===== src/common/datapath_settings.svh =====
`ifndef DATAPATH_SETTINGS_SVH
`define DATAPATH_SETTINGS_SVH

// Word and register file geometry
`define DATA_WIDTH     32
`define REG_ADDR_WIDTH 4
`define REG_COUNT      16

// Byte distance between consecutive instructions
`define PC_STEP        4

`endif


===== src/common/cpuPkg.sv =====
`include "datapath_settings.svh"

package cpuPkg;

    // Machine word carried on every datapath bus
    typedef logic [`DATA_WIDTH-1:0] dataWord;

    // ALU function select, driven each cycle by the control unit
    // Shift and rotate amounts come from the low bits of operand B
    typedef enum logic [3:0] {
        opAdd             = 4'd0,
        opSub             = 4'd1,
        opAnd             = 4'd2,
        opOr              = 4'd3,
        // Logical, zero fill
        opShiftRight      = 4'd4,
        // Sign fill
        opShiftRightArith = 4'd5,
        opShiftLeft       = 4'd6,
        opRotateRight     = 4'd7,
        opRotateLeft      = 4'd8,
        // Unsigned, full 64-bit product
        opMul             = 4'd9,
        // Unsigned, quotient low and remainder high
        opDiv             = 4'd10,
        // Unary ops on operand B
        opNeg             = 4'd11,
        opNot             = 4'd12
    } aluOp;

endpackage


===== src/datapath/programCounter.sv =====
`timescale 1ns/1ps

`include "datapath_settings.svh"

module programCounter (
    input  logic            Clock,
    input  logic            reset,
    input  logic            clear,
    input  logic            enable,
    input  logic            jump,
    input  logic            loadRegister,
    input  logic            loadImmediate,
    input  cpuPkg::dataWord jumpTarget,
    input  cpuPkg::dataWord immediate,
    output cpuPkg::dataWord pc
);

    cpuPkg::dataWord nextPc;

    // Jump with neither load source selected keeps the current address
    always_comb begin
        nextPc = pc;
        if (enable && !jump) begin
            nextPc = pc + `DATA_WIDTH'(`PC_STEP);
        end else if (enable && jump) begin
            if (loadRegister) begin
                nextPc = jumpTarget;
            end else if (loadImmediate) begin
                // Relative to the current address
                nextPc = pc + immediate;
            end
        end
    end

    // Clear wins over any update
    always_ff @(posedge Clock) begin
        if (reset || clear) begin
            pc <= '0;
        end else begin
            pc <= nextPc;
        end
    end

    // Only one jump source may be picked
    singleJumpSource: assert property (
        @(posedge Clock) disable iff (reset)
        jump |-> !(loadRegister && loadImmediate)
    ) else $error("programCounter: register and immediate jump selected together");

endmodule


===== config.mk =====
export PLATFORM = sky130hd
export DESIGN_NAME = programCounter
export DESIGN_NICKNAME = d
export VERILOG_FILES = /design/src/common/cpuPkg.sv /design/src/datapath/programCounter.sv
export VERILOG_INCLUDE_DIRS = /design/src /design/src/common
export SDC_FILE = /design/constraint.sdc
export NUM_CORES = 1
export LEC_CHECK = 0
export BUFFER_PORTS_ARGS = -buffer_cell sky130_fd_sc_hd__buf_4
export CORE_MARGIN = 2
export CORE_UTILIZATION = 55
export DETAILED_ROUTE_END_ITERATION = 6
export GPL_TIMING_DRIVEN = 0
export PLACE_DENSITY = 0.82
export REMOVE_ABC_BUFFERS = 1
export SLEW_MARGIN = 10
export SYNTH_ARGS = -nofsm -noshare
export SYNTH_HDL_FRONTEND = slang
export SYNTH_SLANG_ARGS = --single-unit

===== constraint.sdc =====
create_clock -name Clock -period 3.43 [get_ports Clock]
set_clock_uncertainty 0.2 [all_clocks]
set_input_delay 0.1715 -clock Clock [delete_from_list [all_inputs] [get_ports Clock]]
set_output_delay 0.1715 -clock Clock [all_outputs]
set_load 0.02 [all_outputs]

-- After elaboration in Yosys (flattened, before gate mapping)
Cells that the tools add are included.
- bits in registers: 32
- latch bits: 0
- RAM bits: 0
- bits in read-only memories: 0
- output and inout bits: 32
- memories: 0
- $add $sub $neg: 2
- $mul: 0
- divide/modulo/power cells: 0
- $lt $le $gt $ge: 0
- equal/unequal tests: 0
- shift-type cells: 0
- multiplexer cells: 4
- bitwise logic cells: 0
- reduce and logical (&&, ||, !) cells: 7
- operator list (cell ; count):
    32-bit 2-to-1 mux ; 4
    32-bit by 3-bit adder with 32-bit output (second input constant) ; 1
    32-bit adder ; 1
    3-bit nonzero test ; 1
    1-bit logical AND ; 2
    2-bit AND reduction ; 1
    2-bit nonzero test ; 1
    1-bit zero test ; 1
    1-bit logical OR ; 1

-- Longest topological paths before layout
- word-level depth: 5
- depth in mapped cells: 10

-- Worst setup path before layout
Ideal clock, no wire load.
- path type: register to register
- from: register pc[6]
- to: register pc[25]
- arrival time: 2.505 ns
- slack: 0.598 ns
- stages on the path, launching flop included: 10
- period minus slack after synthesis: 2.832 ns
- cells stage by stage: dfxtp_1 -> ha_1 -> a21oi_1 -> o22ai_2 -> nor4b_2 -> o21ai_2 -> o41ai_4 -> o31ai_2 -> and4_4 -> or3_1
- longest elaborated chain between the ends: 5
- elaborated cells between the ends (all ways): 6
- those cells by class: 2 x add/sub; 4 x mux
- ends and longest elaborated chain (element ; line ; RTL):
    start, declared ; programCounter.sv:15 ; output cpuPkg::dataWord pc
    start signal, assigned ; programCounter.sv:40 ; pc <= nextPc;
    32-bit adder ; programCounter.sv:30 ; nextPc = pc + immediate;
    32-bit 2-to-1 mux ; programCounter.sv:28 ; end else if (loadImmediate) begin
    32-bit 2-to-1 mux ; programCounter.sv:26 ; if (loadRegister) begin
    32-bit 2-to-1 mux ; programCounter.sv:25 ; end else if (enable && jump) begin
    32-bit 2-to-1 mux * ; programCounter.sv:23 ; if (enable && !jump) begin
Every way passes the cells marked *; elsewhere a longest branch is shown, timed or not. The select of a mux whose other input is x is not followed.
A chain may end at the register's enable or synchronous reset.

-- Final worst setup path
- from: register pc[2]
- to: register pc[31]
Same word-level chain as after synthesis.

==> flow_summary.json <==
{
  "cp-startpoint": "pc[2]",
  "timing.fmax_mhz": 320,
  "hp-class": "in -> reg",
  "dpl_cell_area_um2": 4870,
  "vias_per_cell": 6.55,
  "postRouteAntennaNets": 0,
  "synth_edf_count": 0,
  "yosysSeqAreaShare_pct": 15.9,
  "reg.largest.list": "pc: 32 flops",
  "cellLeakagePower_uw": 0.00219,
  "worstPathMaxFanout": 8,
  "tightest_slew_ns": 1.27,
  "clock-root-buffer": "clkbuf_8",
  "clock_latency_ns": 0.30,
  "cp.depth": 8,
  "crit_required_ns": 3.39,
  "grt_max_degree": 52,
  "cts.sinks": 32,
  "n_fill_cell": 637,
  "largest_register": "pc",
  "cts_tree": "done",
  "syn_to_final_growth_pct": 23.6,
  "path_clk_slew_ns": 0.08,
  "first_iter_violations": 501,
  "num_rows": 31,
  "crit_arrival_ns": 3.09,
  "r2r-end": "pc[31]",
  "crit_family": "simple AND/OR/NAND/NOR gates",
  "critPathCaptureType": "flip-flop",
  "cp-start-kind": "flip-flop",
  "ys_warn_count": 0,
  "finalCritPeriodShare_pct": 91.2,
  "cp_common_cell": "a31oi_1",
  "endpoint": "pc[31]",
  "rsz0062_at_grt": "no",
  "die_h_um": 89.7,
  "overflow": 0,
  "grt.total_usage_pct": 32.8,
  "grt_antenna_before_repair": 0,
  "ys_seq_elements": 32,
  "initial_core_util_pct": 56.3,
  "cts_made_buffers": 5,
  "final_util_pct": 69.5,
  "r2r_cells": 8,
  "period_needed_ns": 3.13,
  "multi_input_area_um2": 3230,
  "avgSynthCellArea_um2": 7.05,
  "cp_slowest_cell": "nor4_1",
  "yosysUniqueCellTypes": 71,
  "power_uw": 1210,
  "setup_viol": 0,
  "die-area_um2": 8040,
  "power_density_nw_per_um2": 243,
  "hold_viol": 0,
  "syn_inst": 573,
  "die_w_um": 89.7,
  "core_um2": 7180,
  "worstSetupPathType": "reg -> reg",
  "wire_per_inst_um": 18.0,
  "rrSetupSlack_ns": 0.30,
  "ios": 103,
  "run_status": "complete, no violations",
  "relSlewSlack_pct": 15.2,
  "cts_buffer_depth": 2,
  "hpwl_mm": 9.94,
  "firstDrtPassIters": 6,
  "cp_cell_sequence": "and4_1 -> nand4_1 -> nor4_1 -> a31oi_1 -> o21ai_0 -> o31ai_1 -> a31oi_1 -> o22ai_1",
  "portBuffers": 102,
  "synthArstFlopShare_pct": 0,
  "routed_wl_mm": 13.5,
  "grt_pass1_wl_mm": 20.7,
  "place.gp.congestion": 0.919,
  "synthesis.area_um2": 4040,
  "regArea_um2": 641,
  "largest_reg_flops": 32,
  "fin_nets": 756,
  "drv_cap": 0,
  "drc": 0,
  "final_max_slew_viol_count": 0,
  "cts_max_level": 2,
  "via_count": 4926,
  "grt_pass1_vias": 4348,
  "path_buf_inv": 0,
  "peakVddDrop_mv": 0.165,
  "r2r_start": "pc[2]",
  "drive_gt1_share_pct": 21.4,
  "cp_slowest_stage_delay_ns": 0.84,
  "ys.flop_type": "dfxtp_1",
  "diodes": 0,
  "final_area_um2": 4990
}
## power breakdown
group	total, uW	internal (uW)	switching, uW
combinational	474	208	266
clock	328	161	168
sequential	411	386	25.4
total	1210	754	459
## logic make-up after synthesis
logic type                 after synthesis  share of synthesized area (%)
DFF                                     32                           15.9
adders and majority gates               33                           10.4
buffers and inverters                   48                           4.65
and+or+nand+nor                        203                           24.4
AOI/OAI and AO/OA                      224                           37.3
xor gates and xnor gates                27                           5.86
muxes                                    6                           1.49
## cell usage in the layout, fill, tap and decap left out, types with 3 or more instances in the layout
cell       netlist  final
a211oi_1         6      6
o22ai_1          5      5
nand3_1         28     28
o21ai_0         52     52
inv_1           12     12
nor3_1          13     13
and3_1          10     10
a21o_1          17     17
o21bai_1         6      6
buf_4            0    102
a21oi_2          4      4
o32ai_1          3      3
o211a_1          3      3
nand2_1         59     58
o21a_1           3      3
nor3b_1          4      4
xor2_1          12     12
mux2i_1          6      6
and4_1           3      3
nand4_1          9      9
ha_1            32     32
a22oi_1          5      5
nor2_1          51     50
clkbuf_8         0      6
a2111oi_0        4      4
a21oi_1         50     50
o211ai_1         8      8
a31oi_1         18     18
a221oi_1         4      4
xnor2_1         15     15
dfxtp_1         32     32
o221ai_1         3      3
nor4_1           4      4
and2_1           4      4
or2_2            3      3
## synth_stat cells (8+ instances only)
master	number	area share, %
nand2_1	59	5.5
o21ai_0	52	6.4
nor2_1	51	4.7
a21oi_1	50	6.2
clkbuf_1	32	3.0
dfxtp_1	32	16
ha_1	32	9.9
nand3_1	28	3.5
a31oi_1	18	2.8
a21o_1	17	3.2
xnor2_1	15	3.3
nor3_1	13	1.6
inv_1	12	1.1
xor2_1	12	2.6
and3_1	10	1.5
nand4_1	9	1.4
o211ai_1	8	1.5
## layout make-up
| cell class | count | area share (%) |
|---|---|---|
| inverters | 12 | 0.903 |
| clock buffers | 6 | 1.66 |
| flip-flops and latches | 32 | 12.8 |
| multi-input cells | 493 | 64.8 |
| repair buffers | 108 | 17.1 |
| well taps | 99 | 2.48 |
| clock inverters | 2 | 0.201 |
## per-layer routing
metal  wire (um)  GRT usage, %  vias to the layer above
met5           0             0                        -
met4         384          14.2                        0
met3        1110          2.93                       38
met2        6310          53.2                      264
met1        5710          44.2                     2289
li1            -             -                     2335
## through the flow
step,setup WS (ns),cells,TNS (ns),hold WS [ns]
after floorplan,0.598,537,0,0.164
after global placement,-1.59,738,-19.52,0.268
after detailed placement,0.356,742,0,0.271
after CTS,0.393,752,0,0.0204
after global routing,0.173,752,0,0.0374
final,0.301,752,0,0.0234
## worst reg2reg max path, delay by kind of cell, from the launching register on
family | cells | cell delay (ns)
AOI/OAI and AO/OA | 5 | 0.71
DFF | 1 | 0.46
and+or+nand+nor | 3 | 1.62
## worst min-delay path by stage
stage               depth (start not counted)           start      to
floorplan                                   2    loadRegister  pc[18]
global placement                            3  jumpTarget[18]  pc[18]
detailed placement                          3  jumpTarget[18]  pc[18]
CTS                                         3  jumpTarget[10]  pc[10]
global route                                3  jumpTarget[10]  pc[10]
finish                                      3  jumpTarget[10]  pc[10]
## timing repair
item	CTS	global route
resized for setup	0	0
hold buffers	2	0
hold endpoints to repair	2	0
setup buffers	0	0
No activity file was read; power rests on OpenSTA's default activity.
