$ cat src/common/datapath_settings.svh
`ifndef DATAPATH_SETTINGS_SVH
`define DATAPATH_SETTINGS_SVH

// Word and register file geometry
`define DATA_WIDTH     32
`define REG_ADDR_WIDTH 4
`define REG_COUNT      16

// Byte distance between consecutive instructions
`define PC_STEP        4

`endif

$ cat src/common/cpuPkg.sv
`include "datapath_settings.svh"

package cpuPkg;

    // Machine word carried on every datapath bus
    typedef logic [`DATA_WIDTH-1:0] dataWord;

    // ALU function select, driven each cycle by the control unit
    // Shift and rotate amounts come from the low bits of operand B
    typedef enum logic [3:0] {
        opAdd             = 4'd0,
        opSub             = 4'd1,
        opAnd             = 4'd2,
        opOr              = 4'd3,
        // Logical, zero fill
        opShiftRight      = 4'd4,
        // Sign fill
        opShiftRightArith = 4'd5,
        opShiftLeft       = 4'd6,
        opRotateRight     = 4'd7,
        opRotateLeft      = 4'd8,
        // Unsigned, full 64-bit product
        opMul             = 4'd9,
        // Unsigned, quotient low and remainder high
        opDiv             = 4'd10,
        // Unary ops on operand B
        opNeg             = 4'd11,
        opNot             = 4'd12
    } aluOp;

endpackage

$ cat src/datapath/registerFile.sv
`timescale 1ns/1ps

`include "datapath_settings.svh"

module registerFile (
    input  logic                       Clock,
    input  logic                       reset,
    input  logic                       write,
    input  logic [`REG_ADDR_WIDTH-1:0] addrA,
    input  logic [`REG_ADDR_WIDTH-1:0] addrB,
    input  logic [`REG_ADDR_WIDTH-1:0] addrC,
    input  cpuPkg::dataWord            writeData,
    output cpuPkg::dataWord            readA,
    output cpuPkg::dataWord            readB
);

    cpuPkg::dataWord registers [`REG_COUNT];

    // Single write port, R0 is hardwired and never stored
    always_ff @(posedge Clock) begin
        if (reset) begin
            for (int i = 0; i < `REG_COUNT; i++) begin
                registers[i] <= '0;
            end
        end else if (write && addrC != '0) begin
            registers[addrC] <= writeData;
        end
    end

    // Asynchronous reads see the stored value, so a same-cycle write
    // shows up only after the edge
    assign readA = (addrA == '0) ? '0 : registers[addrA];
    assign readB = (addrB == '0) ? '0 : registers[addrB];

    // Write address must be resolved whenever the control unit writes
    writeAddressKnown: assert property (
        @(posedge Clock) disable iff (reset)
        write |-> !$isunknown(addrC)
    ) else $error("registerFile: unknown write address with write high");

endmodule

$ cat config.mk
export PLATFORM = sky130hd
export DESIGN_NAME = registerFile
export DESIGN_NICKNAME = d
export VERILOG_FILES = /design/src/common/cpuPkg.sv /design/src/datapath/registerFile.sv
export VERILOG_INCLUDE_DIRS = /design/src /design/src/common
export SDC_FILE = /design/constraint.sdc
export NUM_CORES = 1
export LEC_CHECK = 0
export BUFFER_PORTS_ARGS = -buffer_cell sky130_fd_sc_hd__buf_2
export CAP_MARGIN = 30
export CORE_UTILIZATION = 50
export CTS_BUF_LIST = sky130_fd_sc_hd__clkbuf_2 sky130_fd_sc_hd__clkbuf_4 sky130_fd_sc_hd__clkbuf_8
export CTS_CLUSTER_SIZE = 24
export DETAILED_ROUTE_END_ITERATION = 10
export PLACE_DENSITY = 0.77
export SLEW_MARGIN = 20
export SYNTH_ARGS = -nofsm -noshare
export SYNTH_HDL_FRONTEND = slang
export SYNTH_SLANG_ARGS = --single-unit
$ cat constraint.sdc
create_clock -name Clock -period 2.1 [get_ports Clock]
set_input_delay 0.21 -clock Clock [delete_from_list [all_inputs] [get_ports Clock]]
set_output_delay 0.21 -clock Clock [all_outputs]
set_load 0.02 [all_outputs]
---- Word-level counts from Yosys, hierarchy flattened ----
Memory sizes are Yosys's and may differ from the RTL's.
Index checks and enable logic that the tools add are counted.
storage, ports and cells
  flip-flop bits (word level) ............. 0
  memories kept ........................... 1
  output and inout port bits .............. 64
  logic and storage cells ................. 16
  RAM bits ................................ 512
memory list
  memory     depth  width  read ports  clocked after Yosys merged registers in  wr ports  RTL line            source
  registers  16     32     2           0                                        16        registerFile.sv:17  cpuPkg::dataWord registers [`REG_COUNT];
cells by class
  multiplexer cells ....................... 10
  reductions and logical operators ........ 5
operators by type and width
  kind                 count
  32-bit 2-to-1 mux    3
  32-bit OR reduction  1
  4-bit zero test      2
  1-bit 2-to-1 mux     6
  4-bit 2-to-1 mux     1
  4-bit nonzero test   1
  1-bit logical AND    1

---- Depth between registers and ports, before layout ----
Gate-level depths: netlist of the first run.
  depth in word-level cells ............... 7
  mapped depth ............................ 8
  depth with buffers taken out ............ 4

---- Worst setup path after synthesis of the first run ----
OpenSTA, ideal clock, no wires.
  path type ............................... input to output
  from .................................... input port addrB[1]
  to ...................................... output port readB[10]
  arrival ................................. 1.697 ns
  cell stages on the path ................. 5
  slack ................................... 0.193 ns
  path buffers ............................ 3
  cell sequence ........................... buf_2 > buf_2 > clkbuf_1 > mux4_2 > a221o_1
between the ends
  cells in the longest elaborated chain, start to end .. 2
  elaborated cells on any way between the ends .. 3
  classes of those cells .................. mux (1); reduce/logical (1); memory (1)
ends and longest elaborated chain
  item                                                   RTL line            source
  start, declared                                        registerFile.sv:10  input logic [`REG_ADDR_WIDTH-1:0] addrB,
  memory 16 x 32 bit or 4-bit zero test (tied branches)  n/a
  32-bit 2-to-1 mux *                                    registerFile.sv:33  assign readB = (addrB == '0) ? '0 : registers[addrB];
  end, declared                                          registerFile.sv:14  output cpuPkg::dataWord readB
Mark *: on every way between the ends. The rest lies on a longest branch, timed or not.

==> results.md, run 1 <==
- Run status: finished, violations left
- Failing checks: negative setup slack
- Sequential share of the synthesized area: 56.5%
- CTS HTree Levels: 3
- Drt first pass iters: 6
- Num rows: 82
- Inserted Clock Buffers: 80
- Startpoint Class: flop
- Syn_area_per_cell: 14.4 um2
- # DRC: 0
- Core area: 50300 um2
- Worst path max stage delay: 0.48 ns
- IO Count: 111
- Synth top area share: 56.5%
- Chip Width: 228 um
- Endpoints failing setup: 64
- Detailed placement HPWL: 47900 um
- Vias in the first global route: 18.1k
- Via count: 17.9k
- Slew margin rel.: 27.1%
- Die area: 52100 um2
- First-pass GRT wire length: 117000 um
- Mean routed wirelength per cell: 29.8 um
- Worst-path cell chain: mux4_2 > nor2b_2 > nor3_1 > a221o_1 > buf_6
- RSZ-0062 raised after global routing: true
- Final Max Tran Viols: 0
- Post-Route WL: 80400 um
- Period utilization: 120%
- Maximum VDD drop: 0.572 mV
- Post-synthesis cell count: 1778
- Place WS: -0.126 ns
- M3 GR Usage: 7.31%
- CTS tree: yes
- Syn_nets: 1825
- Hold wc startpoint: writeData[19]
- Post-DRT Antenna Nets: 0
- Area growth syn-to-layout: 18.0%
- Biggest regs: registers (481)
- GRT Overall Usage: 30.8%
- Initial Utilization: 50.9%
- Port bufs: 110
- Largest register by flop count: registers
- Crit path from: registers[8][27]
- CP bufs+invs: 1
- Via/cell ratio: 6.64
- Clock Tree Buf Depth: 3
- Placed insts: 2501
- Cells on Worst Hold Path: 2
- Share of cells above drive strength 1: 32.6%
- Hold EP: registers[15][19]
- Worst hold path class: in2reg
- M1 GR Usage: 39.2%
- Power per Cell Area: 762 nW/um2
- Post-Layout Cell Count: 2696
- Fmax: 398 MHz
- Post-synth cell types: 34
- Largest register FFs: 481
- Crit. End Element: output pin
- Final Worst Setup Slack: -0.416 ns
- Cell family with most CP delay: multiplexers
- Clk Tree Root Cell: clkbuf_8
- Grt total ovfl: 0
- Setup CP Type: reg2out
- Slew @ Worst Pin: 1.09 ns
- Worst-path clk slew: 0.07 ns
- Net count, final: 2008
- WP data required: 1.89 ns
- Gp weighted congestion: 0.872
- Clk sinks: 481
- Warnings from Yosys: 0
- Largest net degree at the start of global routing: 66
- Final Hold Fails: 0
- Synth top area cells: edfxtp_1 56%, mux4_2 14%, and2_1 12%, mux2_2 2.9%, mux2i_1 2.5%
- Final min period: 2.52 ns
- GR met2 Demand/Resource: 49.3%
- Flops & latches, synth: 481
- Initial antenna violation count: 1
- Arrival time worst endpoint: 2.31 ns
- Crit path max-delay cell type: mux4_2
- Die span in y: 228 um
- Leak: 10.8 nW
- CP Max Fanout: 2
- First DRT Iteration DRCs: 2787
- Post-Syn Area: 25600 um2
- Max Cap Violations: 0
- GRT Max-Usage Layer: met2
- Synth area leader: edfxtp_1
## final cells by class
class                   count  area (um2)
fillers                  3739       20100
flip-flops and latches    481       14400
multi-input cells        1114       10500
repair buffers            283        2840
clock buffers             103        1270
well taps                 672         841
clock inverters            40         243
diodes                      2        5.00
inverters                   1        3.75
## Yosys cell counts
cell and number:
a221o_1 32, or2_2 15, edfxtp_1 481, mux2_2 65, o31a_1 29, nor3_1 36
nand2b_1 5, a2111oi_0 2, and2_1 481, mux4_2 159, conb_1 1, nand3b_1 2
a22o_1 1, a21oi_1 2, buf_6 6, a311oi_1 2, nor2_1 45, buf_1 3
o21ai_0 1, a221oi_1 32, buf_4 4, nand2_1 6, nand3_1 1, nor2b_1 39
o31ai_1 1, o22a_1 29, mux2i_1 64, o22ai_1 33, a21o_1 1, a22oi_1 29
nor4_1 1, clkbuf_1 136, inv_1 1, buf_2 33
## report_power, final
group / switching [W] / internal, W / total [W] / leakage [nW]
Combinational: 0.00186 / 0.00163 / 0.00349 / 5.43
Clock: 0.00393 / 0.00413 / 0.00806 / 0.807
Sequential: 0.000308 / 0.0111 / 0.0114 / 4.59
Total: 0.00610 / 0.0169 / 0.0230 / 10.8
## cell families (layout without fill, tap and decap cells)
kind of cell / count (synthesis) / in the layout / share of synthesized area (%)
DFF: 481 / 481 / 56.5
muxes: 288 / 288 / 19.4
buffers and inverters: 183 / 427 / 3.08
other: 1 / 3 / 0.0147
and+or+nand+nor: 631 / 631 / 14.8
AOI/OAI and AO/OA: 194 / 194 / 6.28
## metal layers
layer	routed length (um)	up-vias
met2	37700	1464
met4	4580	0
met1	28600	8893
met3	9480	335
li1	-	7205
met5	0	-
## through the flow
stage	area (um2)	hold WS, ns	utilization, %	setup TNS [ns]	total power, W
floorplan	25600	0.407	-	0	0.0134
global placement	27700	0.648	55.1	-5.56	0.0146
detailed placement	27700	0.656	55.2	-2.36	0.0147
CTS	30100	0.00230	59.8	-17.32	0.0229
global route	30200	0.0144	60.0	-21.00	0.0236
finish	30200	0.00417	60.0	-15.99	0.0230
## how the worst max path moves through the flow
stage,end,cells after the start
floorplan,readB[10],5
global placement,readB[28],6
detailed placement,readB[2],8
CTS,readB[27],5
global route,readB[27],5
finish,readB[27],5
## cells in the final DEF, fill, tap and decap left out, drive strengths merged, types with 5 or more instances in the layout
cell type	n
and2	481
clkinv	34
o22ai	33
mux4	159
edfxtp	481
clkbuf	104
a221oi	32
buf	252
nand2b	5
dlygate4sd3	30
inv	5
nor2b	39
nor3	36
mux2i	64
o31a	29
a22oi	29
nand2	6
o22a	29
nor2	45
a221o	32
or2	15
mux2	65
## repair_timing
item	in CTS	in global routing
pin swaps	31	10
hold buffers	30	0
buffers inserted	14	7
resized for setup	123	21
endpoints found under the hold margin	380	0
endpoints found under the setup margin	64	64
(Power assumes the default switching activity.)
==> run 2: changes to the inputs <==
--- a/config.mk
+++ b/config.mk
@@ -8,8 +8,9 @@
 export LEC_CHECK = 0
 export BUFFER_PORTS_ARGS = -buffer_cell sky130_fd_sc_hd__buf_2
 export CAP_MARGIN = 30
+export CORE_ASPECT_RATIO = 1.2
 export CORE_UTILIZATION = 50
-export CTS_BUF_LIST = sky130_fd_sc_hd__clkbuf_2 sky130_fd_sc_hd__clkbuf_4 sky130_fd_sc_hd__clkbuf_8
+export CTS_BUF_LIST = sky130_fd_sc_hd__clkbuf_2
 export CTS_CLUSTER_SIZE = 24
 export DETAILED_ROUTE_END_ITERATION = 10
 export PLACE_DENSITY = 0.77
@@ -17,3 +18,4 @@
 export SYNTH_ARGS = -nofsm -noshare
 export SYNTH_HDL_FRONTEND = slang
 export SYNTH_SLANG_ARGS = --single-unit
+export TNS_END_PERCENT = 100
==> run 2 against run 1 <==
Net effect:
- the flow still finishes with violations (negative setup slack)
- die area barely moved
- final area rose by 0.91%
- highest routed layer is now met5
- flip-flop and latch count did not move
- critical endpoint is now readB[1]
- first-iteration DRC count fell by 30%
- wire length fell by 0.39%
==> results.md, run 2 (synthesis results as in run 1) <==
- Run status: finished, violations left
- Failing checks: negative setup slack
- Gp weighted congestion: 0.881
- Post-Route WL: 80000 um
- Drt first pass iters: 5
- Largest net degree at the start of global routing: 50
- Largest register by flop count: registers
- Period utilization: 142%
- GRT Overall Usage: 30.8%
- Clock Tree Buf Depth: 3
- IO Count: 111
- First-pass GRT wire length: 117000 um
- Most frequent cells in the layout: 481 x edfxtp_1, 480 x and2_1, 159 x mux4_2
- Inserted Clock Buffers: 113
- First DRT Iteration DRCs: 1962
- Maximum VDD drop: 0.403 mV
- Place WS: -0.152 ns
- CTS tree: yes
- Final Worst Setup Slack: -0.881 ns
- Final Instance Area: 30500 um2
- Chip Width: 208 um
- Leak: 11.1 nW
- Num rows: 90
- Detailed placement HPWL: 48700 um
- Via/cell ratio: 6.51
- Clk Tree Root Cell: clkbuf_2
- Final Hold Fails: 0
- # DRC: 0
- WP data required: 1.89 ns
- Crit. End Element: output pin
- Startpoint Class: flop
- Max Cap Violations: 0
- Port bufs: 110
- Worst path max stage delay: 0.51 ns
- Final Max Tran Viols: 0
- Die span in y: 250 um
- Core area: 50300 um2
- Initial Utilization: 50.8%
- Final min period: 2.98 ns
- Worst hold path class: in2reg
- Post-DRT Antenna Nets: 0
- Cells on Worst Hold Path: 3
- WHS: 0.0879 ns
- Worst-path cell chain: mux4_2 > nor2b_4 > nor3_2 > a221o_1 > buf_6
- Vias in the first global route: 18.9k
- Slew @ Worst Pin: 0.776 ns
- Mean routed wirelength per cell: 28.9 um
- Power per Cell Area: 697 nW/um2
- Crit path max-delay cell type: mux4_2
- Grt total ovfl: 0
- Arrival time worst endpoint: 2.77 ns
- Dpl cell area: 27700 um2
- Via count: 18.1k
- Die area: 52100 um2
- CP Max Fanout: 2
- Endpoints failing setup: 65
- Fmax: 335 MHz
- Share of cells above drive strength 1: 35.3%
- Slew margin rel.: 48.2%
- Net count, final: 2098
- Setup CP Type: reg2out
- Initial antenna violation count: 3
- Biggest regs: registers (481)
- CTS HTree Levels: 3
- Largest register FFs: 481
- Worst-path clk slew: 0.13 ns
- Commonest non-fill, non-tap cell in the layout: edfxtp_1
- Area growth syn-to-layout: 19.1%
- Clk sinks: 481
- RSZ-0062 raised after global routing: true
[run 2: cell types whose count changed in the layout (fill, tap and decap cells not counted), moves of 9 or more]
cell           before  now
clkbuf_2            0  154
nor2b_1            27   13
nor3_1             31   20
a221oi_1           31   22
nor2b_2             9   18
clkbuf_8           81    1
dlygate4sd3_1      30   80
clkbuf_4           23    0
nor3_2              5   16
[run 2: per-layer routing]
layer	wire length [um]	track usage, %	up-vias
li1	-	-	7421
met1	27700	37.3	9056
met2	39200	50.7	1273
met3	8340	6.25	299
met4	4780	19.4	4
met5	18	0	-
[run 2: layout make-up]
cell class	instances	area (um2)
clock inverter	37	235
tap	644	806
fill	3786	19900
timing repair buffer	340	3420
antenna	2	5.00
clock buffer	154	771
sequential	481	14400
multi-input combinational	1114	10800
inverter	1	3.75
[run 2: final timing paths]
path                            to              from  slack (ns)
hold / removal    registers[2][21]     writeData[21]        0.09
setup / recovery          readB[1]  registers[10][1]       -0.88
[run 2: metrics by stage]
| step | power, W | setup TNS [ns] | util (%) | instances |
|---|---|---|---|---|
| floorplan | 0.0134 | 0 | - | 1778 |
| global placement | 0.0146 | -4.78 | 54.9 | 2470 |
| detailed placement | 0.0147 | -2.57 | 55.0 | 2472 |
| CTS | 0.0211 | -51.69 | 60.0 | 2761 |
| global route | 0.0219 | -51.53 | 60.5 | 2772 |
| finish | 0.0212 | -45.72 | 60.5 | 2773 |
[run 2: what timing repair did]
action | CTS | global route
endpoints found under the setup margin | 64 | 65
resized for setup | 163 | 40
hold endpoints to repair | 935 | 0
buffers inserted | 18 | 12
hold buffers | 80 | 0
pin swaps | 27 | 21
[run 2: worst max-delay path, delay by kind of cell (launching register included)]
family,cells,cell delay (ns)
and+or+nand+nor,2,0.24
AOI/OAI and AO/OA,1,0.29
muxes,1,0.51
buffers and inverters,1,0.14
DFF,1,0.41
[run 2: power by group]
| group | leakage [nW] | switching, W | internal (W) |
|---|---|---|---|
| sequential | 4.59 | 0.000306 | 0.0111 |
| clock | 0.747 | 0.00382 | 0.00235 |
| combinational | 5.78 | 0.00189 | 0.00174 |
